--- src/include/fe_defs.svh ---
// fetch front end widths, queue depth and reset pc macros
`ifndef FE_DEFS_SVH
`define FE_DEFS_SVH

// address and instruction word width
`define FE_XLEN 32

// bytes fetched per request, one 32-bit word
`define FE_INST_B 4

// first fetch address out of reset
`define FE_PC_RESET 32'h0000_1000

// instruction queue entries
// also bounds the number of reads in flight
`define FE_IQ_DEPTH 4

// holds a count of 0..FE_IQ_DEPTH
`define FE_CNT_W 3

// commit flush cause code
`define FE_CAUSE_W 4

`endif

--- src/hdl/fe_pkg.sv ---
// fetch front end package: flush cause and axi response enums, bus structs
`default_nettype none

`include "fe_defs.svh"

package fe_pkg;

  // ========================================================================
  // enums
  // ========================================================================

  // commit flush kinds
  // trap codes follow the riscv mcause numbering,
  // so a code doubles as its medeleg bit index
  typedef enum logic [`FE_CAUSE_W-1:0] {
    INST_ACC_FAULT = 4'd1,
    ILLEGAL_INST   = 4'd2,
    LOAD_ACC_FAULT = 4'd5,
    ECALL_U        = 4'd8,
    ECALL_S        = 4'd9,
    ECALL_M        = 4'd11,
    // non-trap flushes sit above the trap codes
    SILENT_FLUSH   = 4'd12,
    ANOTHER_FLUSH  = 4'd13,
    MRET           = 4'd14,
    SRET           = 4'd15
  } flush_cause_e;

  // axi read response codes, exokay unused by fetch
  typedef enum logic [1:0] {
    OKAY   = 2'b00,
    SLVERR = 2'b10,
    DECERR = 2'b11
  } axi_resp_e;

  // ========================================================================
  // structs
  // ========================================================================

  // committed flush from the back end
  typedef struct packed {
    logic                valid;
    flush_cause_e        cause;
    logic [`FE_XLEN-1:0] epc;
  } commit_t;

  // resolved branch
  typedef struct packed {
    logic                valid;
    logic                mispredict;
    logic [`FE_XLEN-1:0] target;
  } br_upd_t;

  // trap related csr state
  typedef struct packed {
    logic [`FE_XLEN-1:0] mtvec;
    logic [`FE_XLEN-1:0] stvec;
    logic [`FE_XLEN-1:0] mepc;
    logic [`FE_XLEN-1:0] sepc;
    logic [`FE_XLEN-1:0] medeleg;
  } csr_t;

  // fetch redirect
  typedef struct packed {
    logic                valid;
    logic [`FE_XLEN-1:0] target;
  } redirect_t;

  // one fetched word toward decode
  typedef struct packed {
    logic [`FE_XLEN-1:0] pc;
    logic [`FE_XLEN-1:0] inst;
    logic                fault;
  } fe_inst_t;

endpackage

`default_nettype wire

--- src/hdl/fe_fetch_pipe.sv ---
// fetch pipe with pc register, axi4-lite read master and in-flight epoch record
`timescale 1ns/1ps
`default_nettype none

`include "fe_defs.svh"

module fe_fetch_pipe (
  input  wire logic                  i_clk,
  input  wire logic                  i_reset_n,
  input  wire fe_pkg::redirect_t     i_redirect,
  input  wire logic [`FE_CNT_W-1:0]  i_iq_count,
  // axi4-lite read address
  output logic                       o_arvalid,
  input  wire logic                  i_arready,
  output logic [`FE_XLEN-1:0]        o_araddr,
  output logic [2:0]                 o_arprot,
  // axi4-lite read data
  input  wire logic                  i_rvalid,
  output logic                       o_rready,
  input  wire logic [`FE_XLEN-1:0]   i_rdata,
  input  wire fe_pkg::axi_resp_e     i_rresp,
  // toward the instruction queue
  output logic                       o_push_valid,
  output fe_pkg::fe_inst_t           o_push
);

  localparam int PTR_W = $clog2(`FE_IQ_DEPTH);
  // unprivileged, secure, instruction access
  localparam logic [2:0] ARPROT_INST = 3'b100;

  // next pc to request
  logic [`FE_XLEN-1:0] r_pc;
  logic                r_epoch;
  // ar channel holding register
  logic                r_ar_valid;
  logic [`FE_XLEN-1:0] r_ar_addr;
  logic                r_ar_epoch;
  // in-order record of accepted reads
  logic [`FE_XLEN-1:0] r_fl_addr [`FE_IQ_DEPTH];
  logic                r_fl_epoch [`FE_IQ_DEPTH];
  logic [PTR_W-1:0]    r_fl_wr;
  logic [PTR_W-1:0]    r_fl_rd;
  logic [`FE_CNT_W-1:0] r_fl_cnt;
  // response stage
  logic                r_push_valid;
  fe_pkg::fe_inst_t    r_push;

  logic                w_ar_hs;
  logic                w_r_hs;
  logic [`FE_CNT_W:0]  w_used;
  logic                w_issue;
  logic [`FE_XLEN-1:0] w_next_addr;
  logic                w_next_epoch;
  logic                w_rsp_live;

  // ========================================================================
  // address side
  // ========================================================================

  assign w_ar_hs = r_ar_valid & i_arready;

  // every word that will still land in the queue
  // counts accepted reads, the pending ar, the response stage and queued words
  assign w_used = (`FE_CNT_W+1)'(r_fl_cnt) + (`FE_CNT_W+1)'(r_ar_valid)
                + (`FE_CNT_W+1)'(r_push_valid) + (`FE_CNT_W+1)'(i_iq_count);

  // load a new ar when the slot frees and a queue entry is still unclaimed
  assign w_issue = (~r_ar_valid | i_arready) & (w_used < (`FE_CNT_W+1)'(`FE_IQ_DEPTH));

  // a redirect in this cycle goes straight to the bus
  assign w_next_addr  = i_redirect.valid ? i_redirect.target : r_pc;
  assign w_next_epoch = r_epoch ^ i_redirect.valid;

  always_ff @(posedge i_clk, negedge i_reset_n) begin
    if (!i_reset_n) begin
      r_pc       <= `FE_PC_RESET;
      r_epoch    <= 1'b0;
      r_ar_valid <= 1'b0;
      r_ar_addr  <= `FE_PC_RESET;
      r_ar_epoch <= 1'b0;
    end else begin
      // old requests still in flight get dropped on return
      if (i_redirect.valid) begin
        r_epoch <= ~r_epoch;
      end
      if (w_issue) begin
        r_ar_valid <= 1'b1;
        r_ar_addr  <= w_next_addr;
        r_ar_epoch <= w_next_epoch;
        r_pc       <= w_next_addr + `FE_XLEN'(`FE_INST_B);
      end else begin
        if (w_ar_hs) begin
          r_ar_valid <= 1'b0;
        end
        // pending ar keeps its address while the target waits in the pc
        if (i_redirect.valid) begin
          r_pc <= i_redirect.target;
        end
      end
    end
  end

  // ========================================================================
  // in-flight record
  // ========================================================================

  // responses come back in order, so a plain fifo is enough
  assign w_r_hs = i_rvalid & o_rready;

  always_ff @(posedge i_clk, negedge i_reset_n) begin
    if (!i_reset_n) begin
      r_fl_wr  <= '0;
      r_fl_rd  <= '0;
      r_fl_cnt <= '0;
    end else begin
      if (w_ar_hs) begin
        r_fl_wr <= r_fl_wr + 1'b1;
      end
      if (w_r_hs) begin
        r_fl_rd <= r_fl_rd + 1'b1;
      end
      case ({w_ar_hs, w_r_hs})
        2'b10:   r_fl_cnt <= r_fl_cnt + 1'b1;
        2'b01:   r_fl_cnt <= r_fl_cnt - 1'b1;
        default: r_fl_cnt <= r_fl_cnt;
      endcase
    end
  end

  always_ff @(posedge i_clk) begin
    if (w_ar_hs) begin
      r_fl_addr[r_fl_wr]  <= r_ar_addr;
      r_fl_epoch[r_fl_wr] <= r_ar_epoch;
    end
  end

  // ========================================================================
  // response side
  // ========================================================================

  // stale epoch, or a redirect landing this cycle, kills the word
  assign w_rsp_live = (r_fl_epoch[r_fl_rd] == r_epoch) & ~i_redirect.valid;

  always_ff @(posedge i_clk, negedge i_reset_n) begin
    if (!i_reset_n) begin
      r_push_valid <= 1'b0;
    end else begin
      r_push_valid <= w_r_hs & w_rsp_live;
    end
  end

  always_ff @(posedge i_clk) begin
    if (w_r_hs) begin
      r_push.pc    <= r_fl_addr[r_fl_rd];
      r_push.inst  <= i_rdata;
      r_push.fault <= (i_rresp != fe_pkg::OKAY);
    end
  end

  assign o_arvalid    = r_ar_valid;
  assign o_araddr     = r_ar_addr;
  assign o_arprot     = ARPROT_INST;
  // room for every read is reserved before issue
  assign o_rready     = 1'b1;
  assign o_push_valid = r_push_valid;
  assign o_push       = r_push;

endmodule

`default_nettype wire

--- src/hdl/fe_inst_queue.sv ---
// instruction queue: circular buffer toward decode with flush and count
`timescale 1ns/1ps
`default_nettype none

`include "fe_defs.svh"

module fe_inst_queue (
  input  wire logic                 i_clk,
  input  wire logic                 i_reset_n,
  input  wire logic                 i_flush,
  input  wire logic                 i_push_valid,
  input  wire fe_pkg::fe_inst_t     i_push,
  output logic [`FE_CNT_W-1:0]      o_count,
  output logic                      o_inst_valid,
  output fe_pkg::fe_inst_t          o_inst,
  input  wire logic                 i_inst_ready
);

  localparam int PTR_W = $clog2(`FE_IQ_DEPTH);

  fe_pkg::fe_inst_t     r_mem [`FE_IQ_DEPTH];
  logic [PTR_W-1:0]     r_wr_ptr;
  logic [PTR_W-1:0]     r_rd_ptr;
  logic [`FE_CNT_W-1:0] r_count;
  logic                 w_pop;

  // decode takes the head
  assign w_pop = o_inst_valid & i_inst_ready;

  // ========================================================================
  // pointers and count
  // ========================================================================

  always_ff @(posedge i_clk, negedge i_reset_n) begin
    if (!i_reset_n) begin
      r_wr_ptr <= '0;
      r_rd_ptr <= '0;
      r_count  <= '0;
    end else if (i_flush) begin
      // redirect drops everything, including a push this cycle
      r_wr_ptr <= '0;
      r_rd_ptr <= '0;
      r_count  <= '0;
    end else begin
      // the pipe only pushes into reserved room
      if (i_push_valid) begin
        r_wr_ptr <= r_wr_ptr + 1'b1;
      end
      if (w_pop) begin
        r_rd_ptr <= r_rd_ptr + 1'b1;
      end
      case ({i_push_valid, w_pop})
        2'b10:   r_count <= r_count + 1'b1;
        2'b01:   r_count <= r_count - 1'b1;
        default: r_count <= r_count;
      endcase
    end
  end

  // storage
  always_ff @(posedge i_clk) begin
    if (i_push_valid) begin
      r_mem[r_wr_ptr] <= i_push;
    end
  end

  // head straight from storage, so a word waits at least a cycle
  assign o_inst_valid = (r_count != '0);
  assign o_inst       = r_mem[r_rd_ptr];
  // credit back to the pipe
  assign o_count      = r_count;

endmodule

`default_nettype wire

--- src/hdl/fe_redirect_decode.sv ---
// redirect decode: commit cause and branch mispredict to one fetch target
`timescale 1ns/1ps
`default_nettype none

`include "fe_defs.svh"

module fe_redirect_decode (
  input  wire fe_pkg::commit_t i_commit,
  input  wire fe_pkg::br_upd_t i_br_upd,
  input  wire fe_pkg::csr_t    i_csr,
  output fe_pkg::redirect_t    o_redirect
);

  // ========================================================================
  // commit target
  // ========================================================================

  logic [`FE_XLEN-1:0] w_commit_tgt;
  logic [`FE_XLEN-1:0] w_target;
  logic                w_br_flush;
  logic                w_trap_deleg;

  // delegation bit of the current cause
  assign w_trap_deleg = i_csr.medeleg[i_commit.cause];

  always_comb begin
    case (i_commit.cause)
      // replay past the committing instruction
      fe_pkg::SILENT_FLUSH: begin
        w_commit_tgt = i_commit.epc + `FE_XLEN'(`FE_INST_B);
      end
      // refetch the committing instruction itself
      fe_pkg::ANOTHER_FLUSH: begin
        w_commit_tgt = i_commit.epc;
      end
      fe_pkg::MRET: begin
        w_commit_tgt = i_csr.mepc;
      end
      fe_pkg::SRET: begin
        w_commit_tgt = i_csr.sepc;
      end
      // traps, supervisor vector when delegated
      fe_pkg::ECALL_U,
      fe_pkg::ECALL_S,
      fe_pkg::ECALL_M,
      fe_pkg::INST_ACC_FAULT,
      fe_pkg::ILLEGAL_INST,
      fe_pkg::LOAD_ACC_FAULT: begin
        if (w_trap_deleg) begin
          w_commit_tgt = i_csr.stvec;
        end else begin
          w_commit_tgt = i_csr.mtvec;
        end
      end
      // unlisted codes land in machine mode
      default: begin
        w_commit_tgt = i_csr.mtvec;
      end
    endcase
  end

  // ========================================================================
  // priority and output
  // ========================================================================

  // only a mispredict moves fetch
  assign w_br_flush = i_br_upd.valid & i_br_upd.mispredict;

  // commit is older than any branch in flight, so it wins
  assign w_target = i_commit.valid ? w_commit_tgt : i_br_upd.target;

  assign o_redirect.valid  = i_commit.valid | w_br_flush;
  // word aligned fetch only
  assign o_redirect.target = {w_target[`FE_XLEN-1:2], 2'b00};

endmodule

`default_nettype wire

--- src/hdl/fe_top.sv ---
// fetch front end top: redirect decode, fetch pipe and instruction queue
`timescale 1ns/1ps
`default_nettype none

`include "fe_defs.svh"

module fe_top (
  input  wire logic                 i_clk,
  input  wire logic                 i_reset_n,
  // back end updates
  input  wire fe_pkg::commit_t      i_commit,
  input  wire fe_pkg::br_upd_t      i_br_upd,
  input  wire fe_pkg::csr_t         i_csr,
  // axi4-lite read master
  output logic                      o_arvalid,
  input  wire logic                 i_arready,
  output logic [`FE_XLEN-1:0]       o_araddr,
  output logic [2:0]                o_arprot,
  input  wire logic                 i_rvalid,
  output logic                      o_rready,
  input  wire logic [`FE_XLEN-1:0]  i_rdata,
  input  wire fe_pkg::axi_resp_e    i_rresp,
  // toward decode
  output fe_pkg::fe_inst_t          o_inst,
  output logic                      o_inst_valid,
  input  wire logic                 i_inst_ready
);

  fe_pkg::redirect_t    w_redirect;
  logic                 w_push_valid;
  fe_pkg::fe_inst_t     w_push;
  logic [`FE_CNT_W-1:0] w_iq_count;

  // ========================================================================
  // redirect cause to target, same cycle
  // ========================================================================
  fe_redirect_decode u_decode (
    .i_commit   (i_commit),
    .i_br_upd   (i_br_upd),
    .i_csr      (i_csr),
    .o_redirect (w_redirect)
  );

  // pc, bus requests, stale response filter
  fe_fetch_pipe u_fetch (
    .i_clk        (i_clk),
    .i_reset_n    (i_reset_n),
    .i_redirect   (w_redirect),
    .i_iq_count   (w_iq_count),
    .o_arvalid    (o_arvalid),
    .i_arready    (i_arready),
    .o_araddr     (o_araddr),
    .o_arprot     (o_arprot),
    .i_rvalid     (i_rvalid),
    .o_rready     (o_rready),
    .i_rdata      (i_rdata),
    .i_rresp      (i_rresp),
    .o_push_valid (w_push_valid),
    .o_push       (w_push)
  );

  // words toward decode, emptied on any redirect
  fe_inst_queue u_queue (
    .i_clk        (i_clk),
    .i_reset_n    (i_reset_n),
    .i_flush      (w_redirect.valid),
    .i_push_valid (w_push_valid),
    .i_push       (w_push),
    .o_count      (w_iq_count),
    .o_inst_valid (o_inst_valid),
    .o_inst       (o_inst),
    .i_inst_ready (i_inst_ready)
  );

endmodule

`default_nettype wire

--- config.mk ---
export PLATFORM = sky130hd
export DESIGN_NAME = fe_top
export DESIGN_NICKNAME = d
export VERILOG_FILES = /design/src/hdl/fe_pkg.sv /design/src/hdl/fe_fetch_pipe.sv /design/src/hdl/fe_inst_queue.sv /design/src/hdl/fe_redirect_decode.sv /design/src/hdl/fe_top.sv
export VERILOG_INCLUDE_DIRS = /design/src /design/src/include
export SDC_FILE = /design/constraint.sdc
export NUM_CORES = 1
export LEC_CHECK = 0
export BUFFER_PORTS_ARGS = -buffer_cell sky130_fd_sc_hd__buf_4
export CAP_MARGIN = 20
export CORE_MARGIN = 2
export CORE_UTILIZATION = 50
export DETAILED_ROUTE_END_ITERATION = 7
export GPL_ROUTABILITY_DRIVEN = 0
export PLACE_DENSITY = 0.71
export SYNTH_ARGS = -nofsm -noshare
export SYNTH_HDL_FRONTEND = slang
export SYNTH_SLANG_ARGS = --single-unit
--- constraint.sdc ---
create_clock -name i_clk -period 4.53 [get_ports i_clk]
set_clock_uncertainty 0.15 [all_clocks]
set_input_delay 0 -clock i_clk [delete_from_list [all_inputs] [get_ports i_clk]]
set_output_delay 0 -clock i_clk [all_outputs]
set_load 0.05 [all_outputs]
=== Yosys cells after proc, flatten, opt, wreduce, memory -nomap -nowiden ===
Memories as Yosys holds them, arrays and structs flattened. A register that Yosys moved wholly into a read port is not among the register bits.
Cells that the tools add are included.

* Input port bits: 270
* Register bits: 115
* Output and inout bits: 103
* Memories kept: 3
* RAM bits: 392
* Logic and storage cells: 87

* Reductions and logical operators: 8
* Mux-type cells: 20
* Magnitude comparators: 2
* Add/subtract/negate cells: 13
* Eq/ne operators: 15
* Bitwise logic cells: 12

{| class="wikitable"
|+ Memory list
! name !! words !! bits a word !! read ports !! clocked after Yosys merged registers in !! write ports !! line !! RTL
|-
| u_queue.r_mem || 4 || 65 || 1 || 0 || 1 || fe_inst_queue.sv:21 || <nowiki>fe_pkg::fe_inst_t r_mem [`FE_IQ_DEPTH];</nowiki>
|-
| u_fetch.r_fl_addr || 4 || 32 || 1 || 1 || 1 || fe_fetch_pipe.sv:39 || <nowiki>logic [`FE_XLEN-1:0] r_fl_addr [`FE_IQ_DEPTH];</nowiki>
|-
| u_fetch.r_fl_epoch || 4 || 1 || 1 || 0 || 1 || fe_fetch_pipe.sv:40 || <nowiki>logic r_fl_epoch [`FE_IQ_DEPTH];</nowiki>
|}

{| class="wikitable"
|+ Operator list
! cell !! count
|-
| $pmux 32 s5 || 1
|-
| $mux 32 || 4
|-
| $add 32x3->32 const B || 2
|-
| $eq 4x4->1 const B || 7
|-
| $pmux 3 s2 || 2
|-
| $reduce_bool 2->1 || 5
|-
| $add 2x1->2 const B || 4
|-
| $mux 2 || 4
|-
| $mux 1 || 7
|-
| $add 3x1->3 const B || 2
|-
| $and 1x1->1 || 6
|-
| $lt 4x6->1 const B || 1
|-
| $reduce_bool 3->1 || 2
|-
| $reduce_or 6->1 || 1
|-
| $sub 3x1->3 const B || 2
|-
| $add 3x1->4 || 1
|-
| $add 4x1->4 || 1
|-
| $add 4x3->4 || 1
|-
| $bmux 1 s4 || 1
|-
| $eq 2x1->1 const B || 2
|-
| $eq 2x2->1 const B || 2
|-
| $eq 4x1->1 const B || 1
|-
| $eq 4x2->1 const B || 1
|-
| $eq 4x3->1 const B || 1
|-
| other kinds (6) || 9
|}

=== Logic depth before layout (Yosys ltp) ===
Gate-level depths: netlist of run 1.

* Word-level depth: 8
* Mapped depth: 15
* Gate-level depth less buffers: 12

=== Cells and area by module ===
A second synthesis of run 1 with hierarchy kept.

* Cell total of the unflattened synthesis: 1,426
* Area total of the unflattened synthesis: 23,392.4 um^2

{| class="wikitable"
|+ By module, submodules not included
! module !! area each (um^2) !! cells each !! sequential area each (um^2) !! instances
|-
| fe_fetch_pipe || 10,617.7 || 618 || 7,795.0 || 1
|-
| fe_inst_queue || 9,888.2 || 388 || 7,982.7 || 1
|-
| fe_redirect_decode || 2,886.5 || 420 || 0.0 || 1
|}

=== Worst setup path after synthesis of run 1 ===
Ideal clock, no wire load.

* Path kind: flip-flop to flip-flop
* From: register u_fetch.r_push_valid, in the netlist u_fetch.o_push_valid
* To: register u_fetch.r_pc[22]
* Arrival time: 3.020 ns
* Clock period less this slack: 3.297 ns
* Buffers on the path: 0
* Library setup time: 0.127 ns
* Data required time: 4.253 ns
* Cell stages (with the launch flop): 12
* Setup slack: 1.233 ns
* Cells stage by stage: dfrtp_1 > inv_1 > fa_1 > inv_1 > ha_1 > and3b_1 > o41a_1 > or2_2 > nor3b_2 > nand3_2 > or4_1 > xnor2_1

* Longest elaborated chain between the ends: 5

{| class="wikitable"
|+ RTL lines
! what !! line !! RTL
|-
| from (decl) || fe_fetch_pipe.sv:45 || <nowiki>logic r_push_valid;</nowiki>
|-
| from (signal assigned) || fe_fetch_pipe.sv:148 || <nowiki>r_push_valid <= w_r_hs & w_rsp_live;</nowiki>
|-
| $add 4x1->4 || fe_fetch_pipe.sv:64 || <nowiki>assign w_used = (`FE_CNT_W+1)'(r_fl_cnt) + (`FE_CNT_W+1)'(r_ar_valid)</nowiki>
|-
| $add 4x3->4 || fe_fetch_pipe.sv:64 ||
|-
| $lt 4x3->1 || fe_fetch_pipe.sv:68 || <nowiki>assign w_issue = (~r_ar_valid | i_arready) & (w_used < (`FE_CNT_W+1)'(`FE_IQ_DEPTH));</nowiki>
|-
| $and 1x1->1 || fe_fetch_pipe.sv:68 ||
|-
| $mux 32 || fe_fetch_pipe.sv:86 || <nowiki>if (w_issue) begin</nowiki>
|-
| to (signal assigned) || fe_fetch_pipe.sv:76 || <nowiki>r_pc <= `FE_PC_RESET;</nowiki>
|-
| to (signal assigned) || fe_fetch_pipe.sv:90 || <nowiki>r_pc <= w_next_addr + `FE_XLEN'(`FE_INST_B);</nowiki>
|-
| to (signal assigned) || fe_fetch_pipe.sv:97 || <nowiki>r_pc <= i_redirect.target;</nowiki>
|-
| to (decl) || fe_fetch_pipe.sv:32 || <nowiki>logic [`FE_XLEN-1:0] r_pc;</nowiki>
|}

Every way passes these cells.
A chain may end at the register's enable or synchronous reset.

=== Worst setup path in the final report of run 1 ===
* From: input i_commit[33] (netlist name)
* To: register u_fetch.r_pc[22]

* Longest elaborated chain between the ends: 8
* Elaborated cells on any way between the ends: 19
* Classes of those cells: add/sub: 1; eq/ne: 10; mux: 7; reduce/logical: 1

{| class="wikitable"
|+ RTL lines
! what !! line !! RTL
|-
| from (decl) || fe_top.sv:11 || <nowiki>input wire fe_pkg::commit_t i_commit,</nowiki>
|-
| $bmux 1 s4 || fe_redirect_decode.sv:24 || <nowiki>assign w_trap_deleg = i_csr.medeleg[i_commit.cause];</nowiki>
|-
| $mux 1 (implied by the code) || fe_redirect_decode.sv:24 ||
|-
| $mux 32 || fe_redirect_decode.sv:49 || <nowiki>if (w_trap_deleg) begin</nowiki>
|-
| $pmux 32 s5 * || fe_redirect_decode.sv:27 || <nowiki>case (i_commit.cause)</nowiki>
|-
| $mux 32 * || fe_redirect_decode.sv:70 || <nowiki>assign w_target = i_commit.valid ? w_commit_tgt : i_br_upd.target;</nowiki>
|-
| $mux 32 * || fe_fetch_pipe.sv:71 || <nowiki>assign w_next_addr = i_redirect.valid ? i_redirect.target : r_pc;</nowiki>
|-
| $add 32x3->32 || fe_fetch_pipe.sv:90 ||
|-
| $mux 32 * || fe_fetch_pipe.sv:86 ||
|}

Mark *: on every way between the ends. The rest lies on a longest branch, timed or not. The select of a mux whose other input is x is not followed.

==> flow_summary.ini, run 1 <==
[outcome]
outcome = complete, no violations

[cts]
clk_latency_ps = 560
clkTransAtPathRegs_ps = 60
cts_tree = done
ctsResizeCount = 0
cts_buffers = 50
clock_path_buffers = 3
cts-root-buf = clkbuf_16
cts_sinks = 539
htree_levels = 2

[final_layout]
syn_to_final_growth_pct = 25.4
final_common_cell = edfxtp_1
nNetsFinal = 2282
final_area_sq_um = 30000
mostFrequentLayoutCells = 457 x edfxtp_1, 377 x buf_4, 122 x dlygate4sd3_1
n_antenna_cell = 0
layout-drive-gt1-share = 0.310

[synth]
synthTopCellsByArea = edfxtp_1 57%, mux4_2 9.2%, dfrtp_1 8.4%
synth_top_area_frac = 0.573
synth.avg_cell_area_sq_um = 15.6
synth-edff-count = 457
synth_area_sq_um = 24000
synth_flop_cell = edfxtp_1
synthCells = 1534
synthMuxAreaShare = 0.120
synth-adder-area-share = 0.0109
yosysUniqueCellTypes = 101
seq_area_frac_synth = 0.659
synth_compound_area_frac = 0.0804
synth_top_cell_by_area = edfxtp_1
async_flop_share = 0.152
ys_warn_count = 0
synth_top_family_by_area = multiplexers
synth-xor-area-share = 0.0212
synth_seq_cells = 539
synth-simple-area-share = 0.0854

[global_routing]
grt_max_degree = 67
grt.total_usage = 0.260
grt-ovfl-total = 0
grt_pass1_vias = 16100
antenna_found_initial = 0
grt_pass1_wl_um = 97500

[timing]
fin_ws_ps = 295
finalHoldViolations = 0
fmaxAchievable_mhz = 236
period_share = 0.935
slew_viol_final = 0
rsz0062_at_grt = false
tightest_slew_ps = 1040
tns_ps = 0
period_needed_ps = 4240
setup_viol = 0
slew_headroom = 0.310

[critical_path]
r2r_cells = 12
critPathCaptureType = flop
startpoint_type = primary input
r2r_slack_ps = 320
worstPathArrival_ps = 4530
cp_max_fo = 35
r2r-end = u_fetch.r_pc[22]
crit_required_ps = 4820
critPathKind = primary input to flop
r2r-start = u_fetch.o_push_valid

[pwr]
pwr-share-clk = 0.277
p_total_mw = 15.3
ir_drop_uv = 342
p_sw_frac = 0.307
pwr-share-comb = 0.259
p_int_mw = 10.6
p_switching_mw = 4.71
pwr-share-seq = 0.464
leakage_nw = 10.9
powerDensity_nw_per_um2 = 511

[routing]
avgRoutedWirePerCell_um = 24.5
drt.antenna.violating_nets = 0
drc = 0
viasPerCell = 5.97
drt-pass1-iter-count = 8
drt_iter0_drc = 1673
routed_wl_um = 64800
vias = 15800

[die]
die_h_um = 223
die_x_um = 223
core-area_sq_um = 47500
io_pins = 373
rows = 80
dieArea_sq_um = 49700
start_util = 0.504

[min_path]
worstHoldStart = i_br_upd[26]
min_to = u_fetch.r_pc[26]
whs_path_depth = 6
hp-class = primary input to flop

[place]
portBuffers = 340
placed_area_sq_um = 27100
hpwlAfterDp_um = 44600
dp_slack_ps = 629

[flow_run]
maxCapViolCount = 0
-- power groups by stage --
stage               clock network [mW]  logic, mW  registers (mW)
floorplan                            0       2.18            7.41
global placement                     0       3.77            7.17
detailed placement                   0       3.84            7.23
finish                            4.25       3.97            7.13
global route                      4.52       4.20            7.24
CTS                               4.34       4.00            7.14
-- state kept, by name, summed over array words and instances, names as in the netlist --
signal and cells:
u_fetch.o_araddr 32, u_fetch.o_arvalid 1, u_fetch.o_push 65, u_fetch.o_push_valid 1, u_fetch.r_ar_epoch 1, u_fetch.r_epoch 1
u_fetch.r_fl_addr 128, u_fetch.r_fl_cnt 3, u_fetch.r_fl_epoch 4, u_fetch.r_fl_rd 2, u_fetch.r_fl_wr 2, u_fetch.r_pc 32
u_queue.o_count 3, u_queue.r_mem 260, u_queue.r_rd_ptr 2, u_queue.r_wr_ptr 2
-- metal layers --
metal,up-vias,GRT usage,part of all wire
li1,6986,-,-
met1,7743,0.330,0.38
met2,896,0.442,0.49
met3,192,0.0415,0.075
met4,0,0.122,0.051
met5,-,0,0
-- through the flow --
step / hold slack (ps) / std cells / utilization
after floorplan: -446 / 1536 / -
after global placement: -268 / 2433 / 0.570
after detailed placement: -262 / 2434 / 0.571
after CTS: 0.720 / 2648 / 0.632
after global routing: 6.05 / 2648 / 0.632
final: 25.2 / 2648 / 0.632
-- how the worst max path moves through the flow --
stage,cells after the start,to,from
floorplan,11,u_fetch.r_pc[22],u_fetch.o_push_valid
global placement,13,u_fetch.r_pc[22],i_commit[33]
detailed placement,13,u_fetch.r_pc[22],i_commit[33]
CTS,12,u_fetch.r_pc[22],u_fetch.o_push_valid
global route,12,u_fetch.r_pc[22],u_fetch.o_push_valid
finish,12,u_fetch.r_pc[22],i_commit[33]
-- worst max-delay path, stage by stage --
cell and delay, ps:
buf_4 210, buf_4 300, nand4bb_1 640, o2111ai_1 730
o31ai_1 170, dlygate4sd3_1 590, buf_4 170, nor3b_2 250
nand3_2 230, or4_1 530, xnor2_1 140, dlygate4sd3_1 550
-- cell usage after synthesis, types with 26 or more instances --
cell,count
xnor2_1,32
nand3_1,34
clkbuf_1,38
mux4_2,98
edfxtp_1,457
nor2_1,98
a21oi_1,26
buf_2,28
nand2_1,71
xor2_1,26
mux2i_1,35
dfrtp_1,80
o21ai_0,59
-- what timing repair did --
item | CTS | global route
endpoints found under the setup margin | 0 | 0
endpoints found under the hold margin | 209 | 0
hold buffers | 122 | 0
setup buffers | 0 | 0
-- area by class of cell --
| class | count | area, sq um |
|---|---|---|
| tap | 615 | 769 |
| fill | 3453 | 17500 |
| clock buffer | 76 | 1530 |
| sequential | 539 | 15800 |
| timing repair buffer | 500 | 4070 |
| inverter | 25 | 93.8 |
| clock inverter | 16 | 173 |
| multi-input combinational | 877 | 7630 |
-- cell families (layout without fill, tap and decap cells) --
group,count (synthesis),after routing
DFF,539,539
and+or+nand+nor,368,368
AOI/OAI and AO/OA,268,268
muxes,160,160
buffers and inverters,120,617
xor gates and xnor gates,58,58
adders and majority gates,19,19
other,2,4
No activity file was read; power rests on OpenSTA's default activity.
==> run 2: changes to the inputs <==
- SYNTH_HIERARCHICAL: not set -> 1
==> run 2 against run 1 <==
Effect of this change:
- clock-buffer cell count decreased by 12
- first-iteration DRC count decreased by 35%
- critical path type unchanged
- cell count decreased by 5.1%
- hold slack got worse by 3.4 ps
- largest cell class unchanged
- total power decreased by 2.4%
- synthesized cell count decreased by 7.0%
- utilization decreased by 0.79 points
- critical path depth increased by 6
- worst setup slack improved by 92 ps
- critical endpoint is now u_fetch/r_pc[20]
- area after synthesis decreased by 2.4%
- final area decreased by 3.7%
==> flow_summary.ini, run 2 <==
[synth]
synth.avg_cell_area_sq_um = 16.4
yosys-top-cells-count = 457 x edfxtp_1, 103 x mux4_2, 103 x nor2_1
async_flop_share = 0.152
synthTopCellsByArea = edfxtp_1 59%, mux4_2 9.9%, dfrtp_1 8.6%
ys_warn_count = 6
seq_area_frac_synth = 0.674
synth_seq_cells = 539
synth_top_area_frac = 0.587
synth-edff-count = 457
synth_top_cell_by_area = edfxtp_1
yosysMostFrequentCell = edfxtp_1
synth_flop_cell = edfxtp_1
synth_area_sq_um = 23400
yosysUniqueCellTypes = 73
synthCells = 1426

[final_layout]
multiInputGateArea_sq_um = 7110
layout-drive-gt1-share = 0.304
n_fill_cell = 3403
fin_util = 0.624
syn_to_final_growth_pct = 23.7
mostFrequentLayoutCells = 457 x edfxtp_1, 367 x buf_4, 103 x nor2_1, 103 x mux4_2, 96 x dlygate4sd3_1
largest_register_ffs = 260
top_register = u_queue/r_mem
ff_latch_area_sq_um = 15800
final_common_cell = edfxtp_1
final_area_sq_um = 28900
nNetsFinal = 2154

[cts]
cts_tree = done
clk_latency_ps = 560
cts-root-buf = clkbuf_16
clkTransAtPathRegs_ps = 60
htree_levels = 2
cts_sinks = 539
cts_setup_buffers = 0
ctsResizeCount = 0
clock_path_buffers = 3
cts_buffers = 49

[critical_path]
worstPathArrival_ps = 4410
worst_path_max_delay_cell = dlygate4sd3_1
crit_required_ps = 4800
critPathKind = primary input to flop
path_cells = buf_4, mux4_2, mux2i_4, mux2i_2, buf_4, mux2i_1, o211ai_1, o21a_1, dlygate4sd3_1, mux2i_1, inv_1, ha_1, nor4b_1, mux2i_1, nor3_1, xnor2_1, dlygate4sd3_1, mux2i_1
cp_common_cell = mux2i_1
critPathCaptureType = flop
cp_max_fo = 18
startpoint_type = primary input
cp_slowest_stage_delay_ps = 580

[routing]
drc = 0
drt-pass1-iter-count = 6
viasPerCell = 5.77
avgRoutedWirePerCell_um = 23.1
drt.antenna.violating_nets = 0
routed_wl_um = 58000
vias = 14500
drt_iter0_drc = 1090

[global_routing]
grt_pass1_wl_um = 87000
grt_pass1_vias = 14600
grt-ovfl-total = 0
grt_max_degree = 66
antenna_found_initial = 1
grt.total_usage = 0.239

[timing]
slew_viol_final = 0
fmaxAchievable_mhz = 241
period_share = 0.915
tns_ps = 0
slew_headroom = 0.290
tightest_slew_ps = 1070
finalHoldViolations = 0
period_needed_ps = 4140
rsz0062_at_grt = false
setup_viol = 0
fin_ws_ps = 387

[pwr]
leakage_nw = 10.4
ir_drop_uv = 360
powerDensity_nw_per_um2 = 518

[die]
dieArea_sq_um = 48500
die_h_um = 220
start_util = 0.505
core-area_sq_um = 46400
io_pins = 373
die_x_um = 220
rows = 79

[outcome]
outcome = complete, no violations

[place]
placed_area_sq_um = 26500
dp_slack_ps = 684
hpwlAfterDp_um = 39400
portBuffers = 340

[min_path]
hp-class = primary input to flop

[flow_run]
maxCapViolCount = 0
run 2: through the flow:
| stage | hold slack [ps] | power (mW) | instances |
|---|---|---|---|
| 2_1_floorplan | -446 | 9.82 | 1429 |
| 3_3_place_gp | -121 | 11.2 | 2325 |
| 3_5_place_dp | -125 | 11.3 | 2325 |
| 4_1_cts | 1.90 | 15.1 | 2511 |
| 5_1_grt | 17.0 | 15.7 | 2512 |
| 6_report | 21.8 | 15.0 | 2513 |
run 2: area by class of cell:
class / count / area share
Inverter: 21 / 0.00273
Multi-Input combinational cell: 791 / 0.246
Sequential cell: 539 / 0.546
Clock inverter: 25 / 0.00523
Timing Repair Buffer: 464 / 0.129
Tap cell: 607 / 0.0263
Clock buffer: 64 / 0.0451
Antenna cell: 2 / 0.000173
run 2: power by group:
group | total (mW) | switching [mW] | internal (mW)
combinational | 4.01 | 2.47 | 1.54
sequential | 7.19 | 0.654 | 6.54
clock | 3.78 | 1.69 | 2.08
total | 15.0 | 4.82 | 10.2
run 2: logic make-up after synthesis:
| family | share of synthesized area |
|---|---|
| AND/OR/NAND/NOR | 0.0615 |
| XOR/XNOR | 0.0262 |
| other | 0.000481 |
| multiplexers | 0.145 |
| AO/OA/AOI/OAI | 0.0592 |
| adder cells (fa/ha/maj) | 0.0106 |
| buffers and inverters | 0.0227 |
| flip-flops | 0.674 |
run 2: worst max-delay path: cells and delay by family:
kind | cells | cell delay [ps]
mux | 7 | 1370
simple gates | 2 | 580
xor+xnor | 1 | 140
fa+ha+maj | 1 | 150
buf+inv | 5 | 1810
compound gates | 2 | 350
run 2: path summary, 6_finish.rpt:
path / start / end / slack [ps] / cells past startpoint
min in group asynchronous: i_reset_n / u_fetch/r_pc[12] / 360 / 3
setup / recovery: i_commit[32] / u_fetch/r_pc[20] / 390 / 18
hold / removal: i_rdata[14] / u_fetch/o_push[15] / 20 / 2
max in group asynchronous: i_reset_n / u_queue/r_rd_ptr[0] / 3300 / 4
hold reg to reg: u_fetch/r_fl_cnt[2] / u_fetch/r_fl_cnt[2] / 320 / 1
setup reg to reg: u_fetch/o_arvalid / u_fetch/r_pc[21] / 1160 / 10
run 2: routing by layer:
metal	global-route usage	routed length (um)	vias to the layer above
met5	0	0	-
met4	0.119	3190	0
met3	0.0364	3800	148
met2	0.406	28700	692
met1	0.301	22400	7165
li1	-	-	6494
run 2: repair_timing:
action,CTS,global route
hold buffers,97,0
setup endpoints to repair,0,0
hold endpoints to repair,207,0
==> run 3: changes to the inputs <==
- GPL_TIMING_DRIVEN: not set -> 0
==> run 3 against run 2 <==
Effect of this change:
- largest power group unchanged
- sequential power shrank 1%
- flip-flop and latch count is the same
- utilization is 1.2 points higher
- cell count rose by 2.2%
- routed wire length rose by 7.3%
==> flow_summary.ini, run 3 (synthesis gave the netlist of run 2 again) <==
[die]
dieArea_sq_um = 48500
start_util = 0.505
die_h_um = 220
rows = 79
io_pins = 373
die_x_um = 220
core-area_sq_um = 46400

[critical_path]
crit_required_ps = 4820
cp_max_fo = 10
worst_path_max_delay_cell = dlygate4sd3_1
critPathCaptureType = flop
cp_slowest_stage_delay_ps = 610
startpoint_type = primary input
critPathKind = primary input to flop
path_cells = buf_4, clkbuf_1, mux4_2, mux2i_4, mux2i_2, buf_2, mux2i_1, o22ai_1, dlygate4sd3_1, a21oi_1, inv_1, ha_1, nor4b_1, mux2_2, and4b_2, nand3_1, xor2_1
worstPathArrival_ps = 4620

[timing]
slew_headroom = 0.270
holdWs_ps = 7.98
fmaxAchievable_mhz = 231
tightest_slew_ps = 1100
finalHoldViolations = 0
setup_viol = 0
period_needed_ps = 4330
slew_viol_final = 0
period_share = 0.956
tns_ps = 0
rsz0062_at_grt = false

[cts]
htree_levels = 2
clock_path_buffers = 3
clk_latency_ps = 580
cts_sinks = 539
cts-root-buf = clkbuf_16
clkTransAtPathRegs_ps = 60
cts_setup_buffers = 0
cts_tree = done
cts_buffers = 50

[routing]
avgRoutedWirePerCell_um = 24.2
drt-pass1-iter-count = 7
drt.antenna.violating_nets = 0
viasPerCell = 5.81
drc = 0
vias = 14900
routed_wl_um = 62200
drt_iter0_drc = 1229

[place]
portBuffers = 338
hpwlAfterDp_um = 43900

[global_routing]
grt_pass1_wl_um = 92000
grt_max_degree = 83
antenna_found_initial = 1
grt.total_usage = 0.255
grt-ovfl-total = 0
grt_pass1_vias = 15200

[final_layout]
layout-drive-gt1-share = 0.311
syn_to_final_growth_pct = 26.0
nNetsFinal = 2209
top_register = u_queue/r_mem
final_common_cell = edfxtp_1
mostFrequentLayoutCells = 457 x edfxtp_1, 349 x buf_4, 103 x nor2_1, 103 x mux4_2, 93 x dlygate4sd3_1
largest_register_ffs = 260

[pwr]
p_total_mw = 15.5
p_int_mw = 10.5
ir_drop_uv = 409
powerDensity_nw_per_um2 = 525
p_switching_mw = 5.00
leakage_nw = 10.7
pwr-share-seq = 0.459
p_sw_frac = 0.323
pwr-share-comb = 0.278
pwr-share-clk = 0.263

[flow_run]
maxCapViolCount = 0

[min_path]
hp-class = primary input to flop

[outcome]
outcome = complete, no violations
[run 3: cell count changes in the layout (fill, tap and decap cells not counted), sizes merged]
cell / change
clkbuf: +41
buf: +20
clkinv: -5
bufinv: +3
dlygate4sd3: -3
diode: -1
inv: +1
[run 3: power by group through the flow]
stage	registers, mW	logic [mW]	clock network, mW
after global routing	7.21	4.56	4.33
after global placement	7.15	4.12	0
after detailed placement	7.21	4.23	0
after floorplan	7.49	2.33	0
after CTS	7.11	4.32	4.15
final	7.11	4.30	4.06
[run 3: routing by layer]
metal	GRT usage	routed length (um)	up-vias
met5	0	0	-
met4	0.147	3960	0
met3	0.0430	4310	193
met2	0.433	30700	800
met1	0.309	23300	7324
li1	-	-	6604
[run 3: final cells by class]
class | instances | area [sq um]
buffer | 78 | 453
timing repair buffer | 440 | 3690
tap | 607 | 759
clock inverter | 24 | 243
multi-input combinational | 791 | 7120
clock buffer | 68 | 1350
fill | 3330 | 16900
sequential | 539 | 15800
inverter | 21 | 78.8
antenna | 1 | 2.50
[run 3: path summary, 6_finish.rpt]
check | slack, ps | to | cells past startpoint | start
max in group asynchronous | 3340 | u_fetch/o_araddr[12] | 4 | i_reset_n
worst max register to register | 1150 | u_fetch/r_pc[21] | 10 | u_queue/o_count[0]
worst min-delay path | 8 | u_fetch/o_push[47] | 1 | i_rvalid
worst min register to register | 330 | u_fetch/r_fl_cnt[0] | 1 | u_fetch/r_fl_cnt[0]
min in group asynchronous | 250 | u_queue/r_rd_ptr[1] | 3 | i_reset_n
worst max-delay path | 200 | u_fetch/r_pc[26] | 17 | i_commit[34]
[run 3: critical path: cells and delay by family]
| kind | cells | cell delay, ps |
|---|---|---|
| simple gates | 3 | 750 |
| xor+xnor | 1 | 170 |
| fa+ha+maj | 1 | 190 |
| buf+inv | 5 | 1580 |
| compound gates | 2 | 350 |
| mux | 5 | 1570 |
[run 3: repair_timing]
item / CTS / global route
resized for setup: 0 / 3
hold buffers: 92 / 1
endpoints found under the setup margin: 0 / 7
endpoints found under the hold margin: 206 / 18
[run 3: metrics by stage]
step                      instances  utilization  cell area [sq um]  setup slack, ps
after CTS                      2566        0.635              29400              272
final                          2569        0.636              29500              199
after floorplan                1429            -              23400             1240
after detailed placement       2382        0.580              26900            -58.1
after global routing           2569        0.636              29500             27.5
after global placement         2374        0.576              26700            -23.3
